### src/audio_pkg.sv
`default_nettype none

package audio_pkg;

    // width of one audio sample at the output and in each voice
    localparam int sample_width = 16;

    typedef logic signed [sample_width-1:0] sample_t;

    // clamp limits for the mixer sum
    localparam sample_t sample_max = {1'b0, {(sample_width - 1){1'b1}}};
    localparam sample_t sample_min = {1'b1, {(sample_width - 1){1'b0}}};

endpackage

`default_nettype wire

### src/voice_mixer.sv
`timescale 1ns/1ps
`default_nettype none

module voice_mixer
#(
    parameter int voice_count = 2
)
(
    input  logic                clk,
    input  logic                reset,
    input  logic                sample_tick,
    input  audio_pkg::sample_t  voice_sample [voice_count],
    output audio_pkg::sample_t  sample,
    output logic                sample_valid
);

    // room for the full sum before clamping
    localparam int acc_width = audio_pkg::sample_width + $clog2(voice_count + 1);

    typedef logic signed [acc_width-1:0] acc_t;

    acc_t               acc;
    audio_pkg::sample_t sum_sat;

    always_comb
    begin
        acc = '0;
        for (int i = 0; i < voice_count; i++)
            acc = acc + acc_t'(voice_sample[i]);
    end

    always_comb
    begin
        if (acc > acc_t'(audio_pkg::sample_max))
            sum_sat = audio_pkg::sample_max;
        else if (acc < acc_t'(audio_pkg::sample_min))
            sum_sat = audio_pkg::sample_min;
        else
            sum_sat = audio_pkg::sample_t'(acc[audio_pkg::sample_width-1:0]);
    end

    always_ff @(posedge clk or posedge reset)
    begin
        if (reset)
        begin
            sample       <= '0;
            sample_valid <= 1'b0;
        end
        else
        begin
            sample_valid <= sample_tick;
            if (sample_tick)
                sample <= sum_sat;
        end
    end

endmodule

`default_nettype wire

### config.mk
export PLATFORM = sky130hd
export DESIGN_NAME = voice_mixer
export DESIGN_NICKNAME = d
export VERILOG_FILES = /design/src/audio_pkg.sv /design/src/voice_mixer.sv
export SDC_FILE = /design/constraint.sdc
export NUM_CORES = 1
export LEC_CHECK = 0
export BUFFER_PORTS_ARGS = -buffer_cell sky130_fd_sc_hd__buf_2
export CAP_MARGIN = 30
export CORE_MARGIN = 2
export CORE_UTILIZATION = 50
export DETAILED_ROUTE_END_ITERATION = 16
export GPL_TIMING_DRIVEN = 1
export PLACE_DENSITY = 0.78
export SLEW_MARGIN = 5
export SYNTH_ARGS = -nofsm -noshare
export SYNTH_HDL_FRONTEND = slang
export SYNTH_SLANG_ARGS = --single-unit
### constraint.sdc
create_clock -name clk -period 1.6 [get_ports clk]
set_input_delay 0.16 -clock clk [delete_from_list [all_inputs] [get_ports clk]]
set_output_delay 0.16 -clock clk [all_outputs]
set_load 0.02 [all_outputs]
Word-level counts from Yosys, hierarchy flattened:

Cells that the tools add are included.

* register bits after elaboration: 17
* bits of input ports: 35
* output and inout port bits: 17
* logic and storage cells: 7

* muxes and demuxes: 2
* order comparisons: 2
* add/sub/neg operators: 1

Operators by type and width (number)
* two-way mux 16 bit: 2
* adder 16 x 16 -> 17 bit: 1
* > comparator 17 x 16 -> 1 bit, second input constant: 1
* less-than comparator 17 x 16 -> 1 bit, second input constant: 1

Longest topological paths before layout:

* depth in word-level cells: 4
* depth in mapped cells: 10
* gate-level depth less buffers: 9

Worst setup path before layout:

OpenSTA, ideal clock, no wires.

* path type: input-to-reg
* from: input voice_sample[0] in the netlist's numbering
* to: register sample[1]
* setup time: 0.104 ns
* data required time: 1.496 ns
* buffers on the path: 1
* slack: -0.652 ns
* stages: 10
* data arrival time: 2.148 ns
* path through: ha_1 > inv_1 > fa_1 > nand2b_1 > a21o_1 > a31o_2 > a31oi_4 > buf_2 > nand4_1 > o311ai_1

* cells in the longest elaborated chain, start to end: 4
* elaborated cells between the ends (all ways): 5
* those cells by class: add/sub (1); order compare (2); mux (2)

Ends and longest elaborated chain
* start: declaration: line voice_mixer.sv:12 `input audio_pkg::sample_t voice_sample [voice_count],`
* adder 16 x 16 -> 17 bit (*): line voice_mixer.sv:29 `acc = acc + acc_t'(voice_sample[i]);`
* less-than comparator 17 x 16 -> 1 bit: line voice_mixer.sv:36 `else if (acc < acc_t'(audio_pkg::sample_min))`
* two-way mux 16 bit: line voice_mixer.sv:36
* two-way mux 16 bit (*): line voice_mixer.sv:34 `if (acc > acc_t'(audio_pkg::sample_max))`
* end signal: assignment: line voice_mixer.sv:53 `sample <= sum_sat;`
* end: declaration: line voice_mixer.sv:13 `output audio_pkg::sample_t sample,`

Mark *: on every way between the ends. The rest lies on a longest branch, timed or not.
A chain may end at the register's enable or synchronous reset.

Worst setup path in the final report:

* from: input voice_sample[16] in the netlist's numbering
* to: register sample[4]

Same word-level chain as after synthesis.

==> load_flow_metrics.sql <==
INSERT INTO impl_metrics (metric_group, metric, value, unit) VALUES
('run_status', 'status', 'finished, violations left', ''),
('run_status', 'failed_checks', 'negative setup slack', ''),
('synthesis', 'synth_commonest_cells', '17 x sky130_fd_sc_hd__dfrtp_1, 16 x sky130_fd_sc_hd__a21oi_1, 16 x sky130_fd_sc_hd__ha_1', ''),
('worst_setup_path', 'worst_setup_path_start_kind', 'input port', ''),
('worst_setup_path', 'beginning_of_the_worst_register_to_register_path', 'sample[10]', ''),
('route', 'route.detailed.drc', '0', ''),
('clock_network', 'numClockSinks', '17', ''),
('timing', 'slew_violations', '0', ''),
('grt', 'grt_overflow_total', '0', ''),
('final_layout', 'n_antenna_cell', '0', ''),
('worst_setup_path', 'critical-path-top-delay-family', 'compound AO/OA/AOI/OAI gates', ''),
('worst_setup_path', 'rrSetupSlack', '0.63', 'ns'),
('worst_hold_path', 'hold_path.class', 'in2reg', ''),
('timing', 'hold_violation_total_from_the_final_report', '0', ''),
('die', 'die-height', '62.7', 'um'),
('worst_hold_path', 'timing.hold.worst_endpoint', 'sample[0]', ''),
('route', 'detailedRoute.firstPassIterationCount', '4', ''),
('power', 'power_per_cell_area', '781', 'nW/um2'),
('final_layout', 'filler_cell_count', '209', ''),
('timing', 'rsz0062_at_grt', 'yes', ''),
('clock_network', 'clk_latency', '0.29', 'ns'),
('clock_network', 'ctsHtreeMaxLevel', '1', ''),
('route', 'via_per_inst', '5.62', ''),
('synthesis', 'post-synth-top-area-fraction', '0.247', ''),
('worst_setup_path', 'cp_cell_sequence', 'buf_6 > ha_4 > inv_2 > fa_2 > nand2b_4 > a21o_1 > a31o_4 > a31oi_4 > buf_6 > a21oi_1 > o31ai_1', ''),
('synthesis', 'yosysSeqAreaShare', '0.247', ''),
('route', 'antenna_left', '0', ''),
('synthesis', 'post_synth_main_area_contributors', 'sky130_fd_sc_hd__dfrtp_1 25%, sky130_fd_sc_hd__ha_1 12%, sky130_fd_sc_hd__a311oi_2 6.1%, sky130_fd_sc_hd__a21oi_1 4.6%, sky130_fd_sc_hd__nor2_1 3.1%', ''),
('die', 'number_of_placement_rows', '21', ''),
('worst_setup_path', 'timing.critical_path.required', '1.78', 'ns'),
('grt', 'antenna_found_initial', '0', ''),
('synthesis', 'post_synth_inst_count', '187', ''),
('synthesis', 'synthesis.area', '1720', 'um2'),
('timing', 'max_slew.worst_pin.slew', '0.601', 'ns'),
('die', 'start_util', '0.520', ''),
('die', 'core', '3310', 'um2'),
('timing', 'period_needed', '1.91', 'ns'),
('synthesis', 'synth.largest_area_cell', 'sky130_fd_sc_hd__dfrtp_1', ''),
('worst_setup_path', 'cpMaxStageDelayCell', 'sky130_fd_sc_hd__fa_2', ''),
('synthesis', 'synth.most_common_cell', 'sky130_fd_sc_hd__dfrtp_1', ''),
('place', 'pre_cts_ws', '-0.641', 'ns'),
('timing', 'finalSetupViolCount', '16', ''),
('clock_network', 'clk_pin_slew_worst_paths', '0.10', 'ns'),
('worst_hold_path', 'hold_start', 'voice_sample[0]', ''),
('route', 'route.vias.total', '1876', ''),
('worst_hold_path', 'cell_depth_of_the_worst_hold_path', '4', ''),
('worst_setup_path', 'critPathMostFrequentCell', 'sky130_fd_sc_hd__buf_6', ''),
('route', 'initialDrtViolationCount', '112', ''),
('die', 'design.die.area', '3930', 'um2'),
('timing', 'fin_crit_sh', '1.20', ''),
('final_layout', 'fraction_of_layout_instances_using_a_drive_strength_above_1', '0.517', ''),
('die', 'die_x', '62.7', 'um'),
('synthesis', 'mappedNetlistNets', '239', ''),
('final_layout', 'num-nets-final', '341', ''),
('clock_network', 'clk_path_buf_depth', '2', ''),
('final_layout', 'areaGrowthSynthToFinish', '55.2', '%'),
('clock_network', 'cts_inserted_buffers', '3', ''),
('worst_setup_path', 'max_stage_delay_on_crit_path', '0.33', 'ns'),
('timing', 'layout_setup_ws', '-0.315', 'ns'),
('power', 'pnr_total_power', '2.09', 'mW'),
('die', 'io_pins', '52', ''),
('worst_setup_path', 'endpoint_kind', 'flip-flop', ''),
('clock_network', 'clock_tree.root_cell', 'sky130_fd_sc_hd__clkbuf_4', ''),
('synthesis', 'postSynthRegisterBits', '17', ''),
('timing', 'max-slew-margin-rel', '0.599', ''),
('timing', 'maxClockFrequency', '522', 'MHz'),
('synthesis', 'postSynthAreaPerCell', '9.21', 'um2'),
('clock_network', 'cts_tree', 'yes', ''),
('grt', 'grt_max_degree', '31', ''),
('power', 'total_leakage_power', '1.21', 'nW'),
('synthesis', 'synth-warning-count', '0', '');
[cells by family after synthesis]
kind of cell,share of synthesized area
buf+inv,0.0479
compound gates,0.361
simple gates,0.160
fa+ha+maj,0.128
xor+xnor,0.0508
flops,0.247
mux,0.00581
[cell type report]
type	instances	area, um2	share of cell area
Multi-Input combinational cell	153	1390	0.518
Timing Repair Buffer	107	751	0.281
Sequential cell	17	425	0.159
Tap cell	46	57.6	0.0215
Inverter	7	26.3	0.00983
Clock buffer	3	22.5	0.00842
Clock inverter	1	5.00	0.00187
[worst max path at each step]
stage	startpoint	end	slack [ns]	cells past startpoint
after global placement	voice_sample[0]	sample[14]	-0.59	11
after CTS	voice_sample[16]	sample[6]	-0.32	12
after floorplan	voice_sample[0]	sample[4]	-0.45	10
after detailed placement	voice_sample[9]	sample[13]	-0.64	10
after global routing	voice_sample[16]	sample[4]	-0.41	11
final	voice_sample[16]	sample[4]	-0.31	11
[registers in the layout, indices dropped and copies added, names as in the netlist]
register,cells
sample,16
sample_valid,1
[repair_timing]
item / CTS / global route
buffers inserted: 5 / 2
endpoints found under the hold margin: 17 / 0
pin swaps: 11 / 12
setup endpoints to repair: 16 / 16
hold buffers: 1 / 0
resized for setup: 10 / 12
[through the flow]
step | setup TNS [ns] | instances | utilization | instance area [um2] | hold slack [ns]
final | -4.27 | 334 | 0.808 | 2670 | 0.255
after CTS | -4.15 | 332 | 0.790 | 2620 | 0.258
after global routing | -5.30 | 334 | 0.808 | 2670 | 0.290
after floorplan | -6.47 | 187 | - | 1870 | 0.0861
after global placement | -8.65 | 322 | 0.747 | 2470 | 0.252
after detailed placement | -9.22 | 322 | 0.747 | 2470 | 0.252
[placed cells by master, fill, tap and decap left out, types with 5 or more instances in the layout]
cell type / netlist / layout
sky130_fd_sc_hd__a21o_1: 6 / 6
sky130_fd_sc_hd__a21oi_1: 16 / 12
sky130_fd_sc_hd__a311oi_2: 7 / 7
sky130_fd_sc_hd__buf_2: 9 / 47
sky130_fd_sc_hd__buf_4: 0 / 47
sky130_fd_sc_hd__buf_6: 1 / 10
sky130_fd_sc_hd__dfrtp_1: 17 / 17
sky130_fd_sc_hd__ha_1: 16 / 8
sky130_fd_sc_hd__ha_4: 0 / 8
sky130_fd_sc_hd__inv_1: 6 / 5
sky130_fd_sc_hd__nand2_1: 13 / 13
sky130_fd_sc_hd__nand4_1: 5 / 5
sky130_fd_sc_hd__nor2_1: 14 / 14
sky130_fd_sc_hd__xnor2_1: 6 / 6
[per-layer routing]
| layer | up-vias | track usage | part of all wire |
|---|---|---|---|
| met4 | 0 | 0.0778 | 0.025 |
| met3 | 11 | 0.0162 | 0.052 |
| met1 | 862 | 0.308 | 0.43 |
| met5 | - | 0 | 0 |
| met2 | 82 | 0.418 | 0.49 |
| li1 | 921 | - | - |
[worst min-delay path, delay by kind of cell]
kind            cells  cell delay [ns]
compound gates      2             0.16
buf+inv             1             0.07
fa+ha+maj           1             0.12
[power breakdown]
group	internal (mW)	total (mW)	leakage, nW	switching (mW)
sequential	0.536	0.589	0.193	0.0535
combinational	0.608	1.28	0.995	0.672
clock	0.0929	0.220	0.0177	0.127
(Power assumes the default switching activity.)
