### src/audio_pkg.sv
`default_nettype none

package audio_pkg;

    // width of one audio sample at the output and in each voice
    localparam int sample_width = 16;

    typedef logic signed [sample_width-1:0] sample_t;

    // clamp limits for the mixer sum
    localparam sample_t sample_max = {1'b0, {(sample_width - 1){1'b1}}};
    localparam sample_t sample_min = {1'b1, {(sample_width - 1){1'b0}}};

endpackage

`default_nettype wire

### src/wave_pkg.sv
`default_nettype none

package wave_pkg;

    typedef enum logic [1:0]
    {
        silence  = 2'd0,
        sine     = 2'd1,
        triangle = 2'd2,
        square   = 2'd3
    } waveform_t;

    localparam int index_width = 9;

    // last entry of the quarter-period tables
    localparam logic [index_width-1:0] table_last_index = index_width'(26);

    localparam logic [audio_pkg::sample_width-1:0] square_level =
        audio_pkg::sample_width'(16355);
    localparam logic [audio_pkg::sample_width-1:0] triangle_step =
        audio_pkg::sample_width'(1053);

    // index is already shifted left by octave
    typedef struct packed
    {
        waveform_t                waveform;
        logic [index_width-1:0]   index;
    } table_req_t;

    typedef struct packed
    {
        logic [audio_pkg::sample_width-1:0] magnitude;
        logic [index_width-1:0]             last_index;
    } table_rsp_t;

endpackage

`default_nettype wire

### src/tone_voice.sv
`timescale 1ns/1ps
`default_nettype none

module tone_voice
(
    input  logic                  clk,
    input  logic                  reset,
    input  logic                  sample_tick,
    input  wave_pkg::waveform_t   waveform,
    input  logic [2:0]            octave,
    output logic                  req,
    output wave_pkg::table_req_t  request,
    input  logic                  ack,
    input  wave_pkg::table_rsp_t  response,
    output audio_pkg::sample_t    voice_sample
);

    logic [wave_pkg::index_width-1:0] x;
    logic [wave_pkg::index_width-1:0] x_next;
    logic [wave_pkg::index_width-1:0] x_max;
    logic [wave_pkg::index_width-1:0] last_index;
    logic [1:0]                       quadrant;
    logic                             step_down;
    logic                             quadrant_end;
    audio_pkg::sample_t               magnitude;

    // higher octaves walk a shorter quarter period
    assign x_max = last_index >> octave;

    assign step_down    = (quadrant[0] && (x != '0)) || (x >= x_max);
    assign quadrant_end = (x == x_max) || (x == '0);

    // never step below zero, even when x_max collapses at high octaves
    assign x_next = (step_down && (x != '0)) ? x - 1'b1 : x + 1'b1;

    assign magnitude = audio_pkg::sample_t'(response.magnitude);

    always_ff @(posedge clk or posedge reset)
    begin
        if (reset)
        begin
            x        <= wave_pkg::index_width'(1);
            quadrant <= 2'd0;
        end
        else if (sample_tick)
        begin
            x <= x_next;
            if (quadrant_end)
                quadrant <= quadrant + 2'd1;
        end
    end

    always_ff @(posedge clk or posedge reset)
    begin
        if (reset)
            last_index <= wave_pkg::table_last_index;
        else if (ack)
            last_index <= response.last_index;
    end

    always_ff @(posedge clk or posedge reset)
    begin
        if (reset)
            req <= 1'b0;
        else if (sample_tick)
            req <= 1'b1;
        else if (ack)
            req <= 1'b0;
    end

    // lookup for the x stepped to on this tick, held until ack
    always_ff @(posedge clk)
    begin
        if (sample_tick)
        begin
            request.waveform <= waveform;
            request.index    <= x_next << octave;
        end
    end

    // second half-period is negated
    always_ff @(posedge clk or posedge reset)
    begin
        if (reset)
            voice_sample <= '0;
        else if (ack)
            voice_sample <= quadrant[1] ? -magnitude : magnitude;
    end

endmodule

`default_nettype wire

### config.mk
export PLATFORM = sky130hd
export DESIGN_NAME = tone_voice
export DESIGN_NICKNAME = d
export VERILOG_FILES = /design/src/audio_pkg.sv /design/src/wave_pkg.sv /design/src/tone_voice.sv
export SDC_FILE = /design/constraint.sdc
export NUM_CORES = 1
export LEC_CHECK = 0
export ABC_AREA = 1
export BUFFER_PORTS_ARGS = -buffer_cell sky130_fd_sc_hd__buf_2
export CELL_PAD_IN_SITES_DETAIL_PLACEMENT = 1
export CELL_PAD_IN_SITES_GLOBAL_PLACEMENT = 1
export CORE_MARGIN = 10
export CORE_UTILIZATION = 43
export CTS_CLUSTER_SIZE = 14
export DETAILED_ROUTE_END_ITERATION = 16
export PLACE_DENSITY_LB_ADDON = 0.25
export SLEW_MARGIN = 0
export SYNTH_ARGS = -nofsm -noshare
export SYNTH_HDL_FRONTEND = slang
export SYNTH_SLANG_ARGS = --single-unit
### constraint.sdc
create_clock -name clk -period 7.3 [get_ports clk]
set_input_delay 0.73 -clock clk [delete_from_list [all_inputs] [get_ports clk]]
set_output_delay 0.73 -clock clk [all_outputs]
set_load 0.005 [all_outputs]
=== After elaboration in Yosys (flattened, before gate mapping) ===
Index checks and enable logic that the tools add are counted.

* Shift-type cells: 2
* Multiply operators: 0
* Equality and inequality tests: 1
* Divide/modulo/power cells: 0
* $lt $le $gt $ge: 1
* Bitwise logic cells: 0
* Multiplexer cells: 4
* Reductions and logical operators: 8
* Add/subtract/negate cells: 4

{| class="wikitable"
|+ Operator list
! operator !! count
|-
| $mux 16 || 1
|-
| $neg 16->16 || 1
|-
| $add 9x1->9 const B || 1
|-
| $eq 9x9->1 || 1
|-
| $ge 9x9->1 || 1
|-
| $logic_not 9->1 || 1
|-
| $mux 9 || 1
|-
| $reduce_bool 9->1 || 1
|-
| $shl 9x3->9 || 1
|-
| $shr 9x3->9 || 1
|-
| $sub 9x1->9 const B || 1
|-
| $add 2x1->2 const B || 1
|-
| $logic_and 1x1->1 || 2
|-
| $logic_or 1x1->1 || 2
|-
| $mux 1 || 2
|-
| $reduce_and 2->1 || 1
|-
| $reduce_bool 2->1 || 1
|}

* Memories kept: 0
* Output and inout bits: 28
* Flip-flop bits (word level): 48
* ROM bits: 0
* Logic and storage cells: 27
* Bits in writable memories: 0
* Input bits: 34
* Bits in latches: 0

=== Logic depth before layout (Yosys ltp) ===
Gate-level depths: netlist of run 1.

* Depth in word-level cells: 6
* Gate-level depth with buffers: 31
* Depth with buffers taken out: 30

=== Worst setup path before layout of run 1 ===
No wires, ideal clock.

* Path type: input to register
* Start point: in octave[0]
* End point: reg request[8] in the netlist's numbering (data pin)
* Setup time: 253 ps
* Stages on the path: 26
* Data arrival time: 3569 ps
* Data required time: 7047 ps
* Path buffers: 2
* Setup slack: 3477 ps
* Path through: buf_2 buf_2 o21ai_0 o21ai_0 nand2_1 o21ai_0 ha_1 nand2_1 nor2_1 nand2_1 nor2_1 nor2_1 nand2_1 nand2_1 inv_1 ha_1 nand2_1 inv_1 nor2_1 nand2_2 xor2_2 nand2_2 o21ai_2 o21ai_2 and2_4 a21oi_2

* Word-level cells in the longest chain between the ends: 6

{| class="wikitable"
|+ Ends and longest elaborated chain
! element !! RTL line !! source
|-
| from (decl) || tone_voice.sv:10 || <nowiki>input logic [2:0] octave,</nowiki>
|-
| $shr 9x3->9 || tone_voice.sv:28 || <nowiki>assign x_max = last_index >> octave;</nowiki>
|-
| $ge 9x9->1 || tone_voice.sv:30 || <nowiki>assign step_down = (quadrant[0] && (x != '0)) || (x >= x_max);</nowiki>
|-
| $logic_or 1x1->1 || tone_voice.sv:30 ||
|-
| $logic_and 1x1->1 || tone_voice.sv:34 || <nowiki>assign x_next = (step_down && (x != '0)) ? x - 1'b1 : x + 1'b1;</nowiki>
|-
| $mux 9 || tone_voice.sv:34 ||
|-
| $shl 9x3->9 (*) || tone_voice.sv:77 || <nowiki>request.index <= x_next << octave;</nowiki>
|-
| to (decl) || tone_voice.sv:12 || <nowiki>output wave_pkg::table_req_t request,</nowiki>
|}

Mark *: on every way between the ends. The rest lies on a longest branch, timed or not.
A chain may end at the register's enable or synchronous reset.

=== Final worst setup path of run 1 ===
* Start point: in octave[1]
* End point: reg request[7] in the netlist's numbering (data pin)

The elaborated chain is that of the path after synthesis.

==> qor.txt, run 1 <==
status = completed
fin area = 3640 um2
Core Area = 7250 um2
GR peak layer = met2
Tot Pwr = 1450 uW
Post-CTS Resized = 0
critical-path maximum fanout = 19
Worst-path clk slew = 0.10 ns
mean post-synth cell area = 7.55 um2
GRT Util Overall = 15.9%
WP data arrival = 4.64 ns
Placer Congestion = 0.895
Slew headroom = 44.0%
share of layout cells above drive strength 1 = 19.3%
DR vias = 2,939
met1 usage = 18.7%
syn_nets = 475
Die ar. = 11,300 um2
#FFs+latches synth = 48
Final HPWL DP = 6.91 mm
sum of negative setup slack = 0 ns
WHS Endpoint = last_index[0]$_DFFE_PP0P_
max-slew violations = 0
Tcrit/Tclk final = 62.8%
Max Freq = 218 MHz
worst reg2reg path depth = 21
WL final = 8.79 mm
post-synth top area share = 25.8%
global-route wire length before repair = 15.0 mm
total CTS buffers = 5
worst vdd ir = 0.158 mV
grt met2 use = 28.0%
# DRC = 0
post-route ant nets = 0
largest net degree at the start of global routing = 38
initial core utilization = 44.1%
global route overflow = 0
RSZ-0062 raised after global routing = no
Rows = 31
Final Skew = 0.0113 ns
H-tree levels = 2
Hold Buf Count CTS = 0
hold_sp = last_index[0]$_DFFE_PP0P_
Post-Synthesis Cells = 423
count of final setup violators = 0
WL/cell = 15.3 um
I/O pin cnt = 62
r2r setup slk = 3.28 ns
area leader, netlist = dfrtp_1
Die X = 106 um
fin worst setup slack = 2.72 ns
pwr dens = 398 nW/um2
PortBufs = 61
leakage dissipation = 0.00184 uW
Crit path required time = 7.35 ns
fin crit period = 4.58 ns
Critical Path End Type = flip-flop
register area share after synthesis = 39.5%
worst-margin pin slew = 0.839 ns
Hold Violations, Final = 0
FF-to-FF Start = last_index[4]$_DFFE_PP1P_
initial antenna violation count = 0
Area Growth Syn to Fin = 14.1%
Die Span Y = 106 um
CTS tree = done
Hold Path Stages = 2
DRT iter0 DRCs = 65
RR Endpoint = request[7]$_DFFE_PP_
Ant. Diodes = 0
Worst-Skew Late Latency = 0.31 ns
Clock Tree Buf Depth = 2
Netlist cell types = 39
Netlist Area Pre-Place = 3200 um2
Critical Setup Path Class = in2reg
Root Driver = clkbuf_8
Pre-Repair DR Iteration Count = 4
worst slack, placed = 2.45 ns
met3 usage = 3.86%
Vias/cell = 5.10
Tightest Hold Check Type = reg2reg
placed cell areas = 3550 um2
nets = 528
Max-Cap Viols = 0
CTS Sinks = 48
Synth Warn # = 0
ranking of synthesized cells by area = dfrtp_1 26%, nand2_1 13%, edfxtp_1 10%
Setup Buffers After CTS = 0
vias in the first global route = 3,191
Fill cells = 962
Worst Setup Start Kind = primary input
cell usage after synthesis:
master,number
o22ai_1,3
fa_1,1
o21ai_0,44
nand3_2,2
xor2_2,1
nor3_2,1
a21oi_1,8
and3_1,2
nor4_1,2
ha_1,17
nand2_2,4
nor3_1,2
o21ai_2,4
a21oi_2,2
clkinv_1,2
nand3_1,19
clkinv_2,1
nand4_1,8
nor2_1,34
nand2_1,113
o31ai_1,2
a21o_1,1
and2_4,1
o211ai_1,5
dfrtp_1,33
o21ai_1,5
buf_2,5
xnor2_1,4
inv_2,1
a31oi_1,8
xor2_1,11
inv_1,49
buf_4,1
clkbuf_1,9
buf_6,1
or2_2,1
nand3b_1,1
edfxtp_1,11
dfstp_2,4
metal layers:
metal	vias to the layer above	share of wire [%]
met1	1393	46
met5	-	0
met2	52	49
li1	1486	-
met4	0	1.1
met3	8	4.2
stage by stage:
step                hold WS, ns  cells  utilization (%)
floorplan                 0.442    423                -
global placement          0.456    568             49.0
detailed placement        0.463    568             49.0
CTS                       0.489    576             50.3
global route              0.524    576             50.3
finish                    0.482    576             50.3
flip-flops by register name, indices dropped and copies added (netlist names):
name          count
quadrant          2
request          11
last_index        9
req               1
voice_sample     16
x                 9
area by class of cell:
cell class / count / area [um2] / share of cell area [%]
clock buffers: 5 / 68.8 / 1.89
repair buffers: 62 / 313 / 8.58
flip-flops and latches: 48 / 1260 / 34.6
clock inverters: 3 / 21.3 / 0.584
inverters: 53 / 200 / 5.49
multi-input cells: 306 / 1660 / 45.5
well taps: 99 / 124 / 3.40
worst max-delay path, cell delays in order:
cell	delay (ns)
buf_2	0.25
clkinv_1	0.44
nand2_1	0.17
o21ai_0	0.14
nand2_1	0.09
o21ai_0	0.09
ha_1	0.32
nand2_1	0.09
nor2_1	0.11
nand2_1	0.08
nor2_1	0.10
nor2_1	0.06
nand2_1	0.11
nand2_1	0.10
inv_1	0.24
ha_1	0.38
nand2_1	0.15
nand3_2	0.10
xnor2_1	0.30
o21ai_0	0.18
o21ai_0	0.30
o21ai_1	0.11
kinds of logic (layout without fill, tap and decap cells):
| kind of cell | count (synthesis) | count (layout) | synth area share (%) |
|---|---|---|---|
| AOI/OAI and AO/OA | 82 | 82 | 14.6 |
| xor gates and xnor gates | 16 | 16 | 4.62 |
| adders and majority gates | 18 | 18 | 7.28 |
| buffers and inverters | 69 | 123 | 8.69 |
| DFF | 48 | 48 | 39.5 |
| and+or+nand+nor | 190 | 190 | 25.3 |
worst max path at each step:
stage / cells after the start / end / start / slack, ns
global placement: 22 / request[7]$_DFFE_PP_ / octave[1] / 2.58
CTS: 22 / request[7]$_DFFE_PP_ / octave[1] / 2.72
floorplan: 26 / request[8]$_DFFE_PP_ / octave[0] / 3.48
global route: 22 / request[7]$_DFFE_PP_ / octave[1] / 2.30
detailed placement: 22 / request[7]$_DFFE_PP_ / octave[1] / 2.45
finish: 22 / request[7]$_DFFE_PP_ / octave[1] / 2.72
placed cells by master, fill, tap and decap left out, types with 2 or more instances in the layout:
master    instances
clkinv_1          2
nand3_2           2
nand2_1         113
xor2_1           11
dfstp_2           4
o21ai_1           5
clkinv_2          2
nand4_1           8
o21ai_2           4
dfrtp_1          33
nor4_1            2
buf_2            61
and3_1            2
a21oi_2           2
o21ai_0          44
o211ai_1          5
nor2_1           34
a21oi_1           8
nor3_1            2
o22ai_1           3
a31oi_1           8
xnor2_1           4
o31ai_1           2
nand2_2           4
ha_1             17
inv_1            49
edfxtp_1         11
nand3_1          19
clkbuf_8          5
power by group:
part	switching, uW	internal [uW]
clock network	99.9	68.2
logic	517	314
registers	83.9	368
(Power assumes the default switching activity.)
==> run 2, diff against run 1 <==
--- a/config.mk
+++ b/config.mk
@@ -10,7 +10,7 @@
 export CELL_PAD_IN_SITES_DETAIL_PLACEMENT = 1
 export CELL_PAD_IN_SITES_GLOBAL_PLACEMENT = 1
 export CORE_MARGIN = 10
-export CORE_UTILIZATION = 43
+export CORE_UTILIZATION = 36
 export CTS_CLUSTER_SIZE = 14
 export DETAILED_ROUTE_END_ITERATION = 16
 export PLACE_DENSITY_LB_ADDON = 0.25
==> constraint.sdc (replaced) <==
create_clock -name clk -period 4.1 [get_ports clk]
set_input_delay 0.41 -clock clk [delete_from_list [all_inputs] [get_ports clk]]
set_output_delay 0.41 -clock clk [all_outputs]
set_load 0.005 [all_outputs]
==> run 2 against run 1 <==
Clock skew shrank 0.0047 ns. Die area rose by 16%. Sequential cell count stayed put. Largest cell class unchanged. Core utilization fell by 7.5 points.
==> qor.txt, run 2 (synthesis gave the netlist of run 1 again) <==
clock share of power = 11.1% (was 11.6%)
max-slew violations = 0 (unchanged)
Slew headroom = 43.0% (was 44.0%)
Tcrit/Tclk final = 90.6%
Worst-Skew Late Latency = 0.30 ns (was 0.31 ns)
Die X = 114 um (was 106 um)
fin worst setup slack = 0.384 ns (was 2.72 ns)
Worst-path clk slew = 0.09 ns (was 0.10 ns)
DRT iter0 DRCs = 101 (was 65)
Root Driver = clkbuf_8 (unchanged)
Regs by FF count = voice_sample: 16 flops, request: 11 flops (unchanged)
GRT Util Overall = 14.2% (was 15.9%)
total CTS buffers = 5 (unchanged)
DR vias = 2,981 (was 2,939)
WL met1 = 3.94 mm (was 4.04 mm)
Post-CTS Resized = 0 (unchanged)
Critical Setup Path Class = reg2reg (was in2reg)
global route overflow = 0 (unchanged)
Combinational Power Share = 58.3% (was 57.3%)
status = completed (unchanged)
most frequent cells in the layout = 113 x nand2_1, 61 x buf_2, 48 x inv_1, 44 x o21ai_0, 34 x nor2_1 (was 113 x nand2_1, 61 x buf_2, 49 x inv_1, 44 x o21ai_0, 34 x nor2_1)
fin crit period = 3.72 ns
I/O pin cnt = 62 (unchanged)
met2 WL = 4.54 mm (was 4.28 mm)
Psw = 1250 uW (was 701 uW)
Die ar. = 13,000 um2 (was 11,300 um2)
pwr dens = 706 nW/um2 (was 398 nW/um2)
global-route wire length before repair = 15.4 mm (was 15.0 mm)
vias in the first global route = 3,285 (was 3,191)
WL/cell = 15.3 um (about the same)
WL final = 9.06 mm (was 8.79 mm)
CTS Sinks = 48 (unchanged)
# DRC = 0 (unchanged)
PortBufs = 61 (unchanged)
Die Span Y = 114 um (was 106 um)
Final Skew = 0.00663 ns (was 0.0113 ns)
worst slack, placed = -0.00732 ns (was 2.45 ns)
Core Area = 8680 um2 (was 7250 um2)
Largest Register = voice_sample (unchanged)
Placer Congestion = 0.836 (was 0.895)
Crit path required time = 4.16 ns (was 7.35 ns)
Internal Pwr Total = 1380 uW (was 751 uW)
Fill cells = 1,126 (was 962)
Area Growth Syn to Fin = 16.2% (was 14.1%)
post-route ant nets = 0 (unchanged)
largest net degree at the start of global routing = 38 (unchanged)
Clock Tree Buf Depth = 2 (unchanged)
met3 routed WL = 409 um (was 369 um)
initial antenna violation count = 0 (unchanged)
count of final setup violators = 0 (unchanged)
RSZ-0062 raised after global routing = no (unchanged)
Max-Cap Viols = 0 (unchanged)
Setup Buffers After CTS = 0 (unchanged)
H-tree levels = 2 (unchanged)
max reg flops = 16 (unchanged)
Ant. Diodes = 0 (unchanged)
Tightest Hold Check Type = in2async (was reg2reg)
sw frac = 47.6% (was 48.3%)
Pre-Repair DR Iteration Count = 4 (unchanged)
worst-margin pin slew = 0.854 ns (was 0.839 ns)
worst vdd ir = 0.233 mV (was 0.158 mV)
share of layout cells above drive strength 1 = 20.7% (was 19.3%)
Vias/cell = 5.04 (was 5.10)
Hold Violations, Final = 0 (unchanged)
Max Freq = 269 MHz
sum of negative setup slack = 0 ns (unchanged)
CTS tree = done (unchanged)
initial core utilization = 36.8% (was 44.1%)
WP data arrival = 3.78 ns (was 4.64 ns)
Hold Buf Count CTS = 0 (unchanged)
most common cell after layout, fill and taps aside = nand2_1 (unchanged)
nets = 535 (was 528)
Top Metal Used = met4 (unchanged)
leakage dissipation = 0.00188 uW (was 0.00184 uW)
critical-path maximum fanout = 8 (was 19)
Rows = 34 (was 31)
Worst Setup Start Kind = flip-flop (was primary input)
Critical Path End Type = flip-flop (unchanged)
Final HPWL DP = 7.27 mm (was 6.91 mm)
sequential share of power = 30.6% (was 31.1%)
run 2: cell type report:
cell class,count,area (um2),area share [%]
flip-flops and latches,48,1260,34.0
multi-input cells,306,1670,44.9
repair buffers,69,365,9.84
clock buffers,7,76.3,2.06
well taps,108,135,3.64
clock inverters,1,8.76,0.236
inverters,53,200,5.39
run 2: power groups by stage:
stage | Combinational (uW) | Sequential [uW] | Clock, uW
floorplan | 1090 | 759 | 0
global placement | 1450 | 810 | 0
detailed placement | 1510 | 814 | 0
CTS | 1530 | 806 | 302
global route | 1760 | 827 | 319
finish | 1530 | 802 | 292
run 2: metrics by stage:
stage	utilization [%]	hold slack [ns]	cells	power (uW)	area, um2
3_5_place_dp	41.7	0.467	584	2330	3620
3_3_place_gp	41.7	0.454	584	2260	3620
2_1_floorplan	-	0.442	423	1840	3200
5_1_grt	42.8	0.258	592	2910	3710
6_report	42.8	0.213	592	2620	3710
4_1_cts	42.7	0.236	592	2630	3700
run 2: final timing paths:
| check | depth (start not counted) | endpoint | slack (ns) | from |
|---|---|---|---|---|
| worst max-delay path | 26 | request[8]$_DFFE_PP_ | 0.38 | last_index[4]$_DFFE_PP1P_ |
| worst min-delay path | 3 | voice_sample[5]$_DFFE_PP0P_ | 0.21 | reset |
| worst max register to register | 26 | request[8]$_DFFE_PP_ | 0.38 | last_index[4]$_DFFE_PP1P_ |
| worst min register to register | 2 | req$_DFFE_PP0P_ | 0.49 | req$_DFFE_PP0P_ |
| max in group asynchronous | 3 | x[0]$_DFFE_PP1P_ | 3.51 | reset |
| min in group clk | 1 | request[10]$_DFFE_PP_ | 0.28 | waveform[1] |
run 2: worst max-delay path: stages (launching register included):
cell     delay [ns]
dfstp_2        0.53
o21ai_0        0.11
nand2_1        0.08
o21ai_0        0.12
nand2_1        0.08
o21ai_0        0.09
ha_1           0.30
nand2_1        0.12
inv_1          0.05
nand2_1        0.07
nand3_1        0.10
nand2_1        0.07
nand2_1        0.08
nand2_1        0.12
inv_2          0.11
ha_2           0.42
nand2_1        0.08
inv_1          0.07
nand4_1        0.11
nand3_1        0.12
nand2_1        0.07
nand2_1        0.11
inv_1          0.06
nand3_1        0.13
nand3_1        0.10
nand2_1        0.11
a21oi_2        0.06
run 2: routing by layer:
metal,vias to the layer above,track usage [%]
met3,16,3.67
met5,-,0
met4,0,4.18
met2,59,25.4
li1,1500,-
met1,1406,16.2
==> run 3, diff against run 2 <==
--- a/config.mk
+++ b/config.mk
@@ -9,7 +9,7 @@
 export BUFFER_PORTS_ARGS = -buffer_cell sky130_fd_sc_hd__buf_2
 export CELL_PAD_IN_SITES_DETAIL_PLACEMENT = 1
 export CELL_PAD_IN_SITES_GLOBAL_PLACEMENT = 1
-export CORE_MARGIN = 10
+export CORE_MARGIN = 4
 export CORE_UTILIZATION = 36
 export CTS_CLUSTER_SIZE = 14
 export DETAILED_ROUTE_END_ITERATION = 16
==> run 3 against run 2 <==
Global-route usage rose by 3.6 points. Clock skew increased by 0.0073 ns. Register-to-register slack improved by 0.05 ns. Sequential power grew 0.6%. Sequential share of layout area decreased by 0.45 points. First-iteration DRC count fell by 9.9%. Clock power about the same. Highest routed layer unchanged.
==> qor.txt, run 3 (synthesis gave the netlist of run 1 again) <==
status = completed (unchanged)
leakage dissipation = 0.00189 uW (was 0.00188 uW)
Buf/Inv on CP = 1 (was 4)
Worst Setup Start Kind = flip-flop (unchanged)
CTS Sinks = 48 (unchanged)
largest net degree at the start of global routing = 38 (unchanged)
WL/cell = 14.7 um (was 15.3 um)
Critical Setup Path Class = reg2reg (unchanged)
Internal Pwr Total = 1430 uW (was 1380 uW)
RSZ-0062 raised after global routing = no (unchanged)
vias in the first global route = 3,165 (was 3,285)
post-layout util = 43.4% (was 42.8%)
placed cell areas = 3610 um2 (was 3620 um2)
clock share of power = 10.8% (was 11.1%)
Slew headroom = 43.3% (was 43.0%)
Largest Register = voice_sample (unchanged)
Core Area = 8680 um2 (unchanged)
most frequent cells in the layout = 111 x nand2_1, 60 x buf_2, 48 x inv_1, 43 x o21ai_0, 34 x nor2_1 (was 113 x nand2_1, 61 x buf_2, 48 x inv_1, 44 x o21ai_0, 34 x nor2_1)
global route overflow = 0 (unchanged)
Placer Congestion = 0.912 (was 0.836)
DR vias = 2,998 (was 2,981)
Inst Count DP = 583 (was 584)
Root Driver = clkbuf_8 (unchanged)
r2r setup slk = 0.43 ns (was 0.38 ns)
Fill cells = 1,116 (was 1,126)
worst-margin pin slew = 0.849 ns (was 0.854 ns)
Psw = 1300 uW (was 1250 uW)
PortBufs = 61 (unchanged)
Tcrit/Tclk final = 89.5% (was 90.6%)
WL final = 8.73 mm (was 9.06 mm)
fin area = 3760 um2 (was 3710 um2)
nets = 536 (was 535)
initial core utilization = 36.8% (unchanged)
max-slew violations = 0 (unchanged)
Final HPWL DP = 6.80 mm (was 7.27 mm)
I/O pin cnt = 62 (unchanged)
Pre-Repair DR Iteration Count = 4 (unchanged)
Crit. Startpoint = last_index[4]$_DFFE_PP1P_ (unchanged)
sw frac = 47.7% (was 47.6%)
initial antenna violation count = 0 (unchanged)
Final Skew = 0.0139 ns (was 0.00663 ns)
pwr dens = 727 nW/um2 (was 706 nW/um2)
share of layout cells above drive strength 1 = 21.9% (was 20.7%)
FF-to-FF Start = last_index[4]$_DFFE_PP1P_ (unchanged)
critical-path maximum fanout = 8 (unchanged)
Hold Violations, Final = 0 (unchanged)
max reg flops = 16 (unchanged)
Die Span Y = 102 um (was 114 um)
Die ar. = 10,400 um2 (was 13,000 um2)
Hold Buf Count CTS = 0 (unchanged)
Combinational Power Share = 59.7% (was 58.3%)
most common cell after layout, fill and taps aside = nand2_1 (unchanged)
Critical Path End Type = flip-flop (unchanged)
fin crit period = 3.67 ns (was 3.72 ns)
Area Growth Syn to Fin = 17.8% (was 16.2%)
# DRC = 0 (unchanged)
fin worst setup slack = 0.431 ns (was 0.384 ns)
worst slack, placed = -0.107 ns (was -0.00732 ns)
Max Freq = 273 MHz (was 269 MHz)
CP delay by family, top = simple AND/OR/NAND/NOR gates (unchanged)
worst hold margin = 0.206 ns (was 0.213 ns)
CP most frequent cell = nand2_1 (unchanged)
area of the multi-input gates = 1700 um2 (was 1670 um2)
Clock Tree Buf Depth = 2 (unchanged)
Die X = 102 um (was 114 um)
Crit path required time = 4.17 ns (was 4.16 ns)
Worst-path clk slew = 0.11 ns (was 0.09 ns)
Rows = 34 (unchanged)
Regs by FF count = voice_sample: 16 flops, request: 11 flops (unchanged)
worst reg2reg path depth = 25 (was 26)
GRT Util Overall = 17.9% (was 14.2%)
sequential share of power = 29.5% (was 30.6%)
total CTS buffers = 5 (unchanged)
Tightest Hold Check Type = in2async (unchanged)
Storage cell area = 1260 um2 (unchanged)
Ant. Diodes = 0 (unchanged)
CTS tree = done (unchanged)
DRT iter0 DRCs = 91 (was 101)
global-route wire length before repair = 15.0 mm (was 15.4 mm)
Max-Cap Viols = 0 (unchanged)
worst vdd ir = 0.218 mV (was 0.233 mV)
CP max stage delay = 0.54 ns (was 0.53 ns)
Vias/cell = 5.06 (was 5.04)
RR Endpoint = request[7]$_DFFE_PP_ (was request[8]$_DFFE_PP_)
H-tree levels = 2 (unchanged)
post-route ant nets = 0 (unchanged)
fin cells = 593 (was 592)
CP max-delay cell = dfstp_2 (unchanged)
Worst-Skew Late Latency = 0.31 ns (was 0.30 ns)
count of final setup violators = 0 (unchanged)
WP data arrival = 3.74 ns (was 3.78 ns)
run 3: cell types whose count changed in the layout (fill, tap and decap cells not counted), sizes merged:
cell,change
clkbuf,-1
clkinv,+1
inv,+1
run 3: repair_timing:
item | 4_1_cts | 5_1_grt
resized for setup | 0 | 12
buffers inserted | 0 | 2
endpoints found under the setup margin | 0 | 8
run 3: through the flow:
stage | power (uW) | TNS, ns
final | 2730 | 0
after global routing | 3020 | 0
after CTS | 2650 | 0
after detailed placement | 2330 | -0.188
after global placement | 2280 | 0
after floorplan | 1840 | 0
run 3: power groups by stage:
stage / clock (uW) / sequential (uW) / combinational (uW)
floorplan: 0 / 759 / 1090
global placement: 0 / 810 / 1470
detailed placement: 0 / 814 / 1520
CTS: 307 / 806 / 1540
global route: 327 / 830 / 1870
finish: 295 / 807 / 1630
run 3: worst max-delay path by stage:
stage,end,slack (ns),cells after the start
after global placement,request[7]$_DFFE_PP_,0.02,20
final,request[7]$_DFFE_PP_,0.43,25
after detailed placement,request[7]$_DFFE_PP_,-0.11,22
after floorplan,request[8]$_DFFE_PP_,0.60,26
after CTS,request[7]$_DFFE_PP_,0.15,21
after global routing,request[7]$_DFFE_PP_,0.009,25
run 3: layout make-up:
cell class	instances	area share (%)
clock buffers	5	1.83
clock inverters	3	0.465
multi-input cells	306	45.2
flip-flops and latches	48	33.5
repair buffers	70	9.97
inverters	53	5.39
well taps	108	3.59
run 3: per-layer routing:
layer | wire (um) | GRT usage, %
met5 | 0 | 0
met4 | 151 | 4.54
met3 | 315 | 2.87
met2 | 4310 | 31.8
met1 | 3960 | 22.5
run 3: worst reg2reg max path: stages (launching register included):
cell and delay (ns):
dfstp_2 0.54, o21ai_0 0.11, nand2_1 0.09, o21ai_0 0.13
nand2_1 0.09, o21ai_0 0.09, ha_1 0.33, nand2_1 0.11
nor2_1 0.11, nand2_1 0.08, nor2_1 0.11, nor2_1 0.05
nand2_1 0.11, nand2_2 0.09, inv_4 0.11, ha_1 0.28
nand2_1 0.13, nand3_2 0.15, nand4_1 0.18, nand2_1 0.07
nand2_1 0.13, nand3_1 0.09, nand3_1 0.08, o21ai_1 0.07
nand2_1 0.05, o21ai_1 0.05
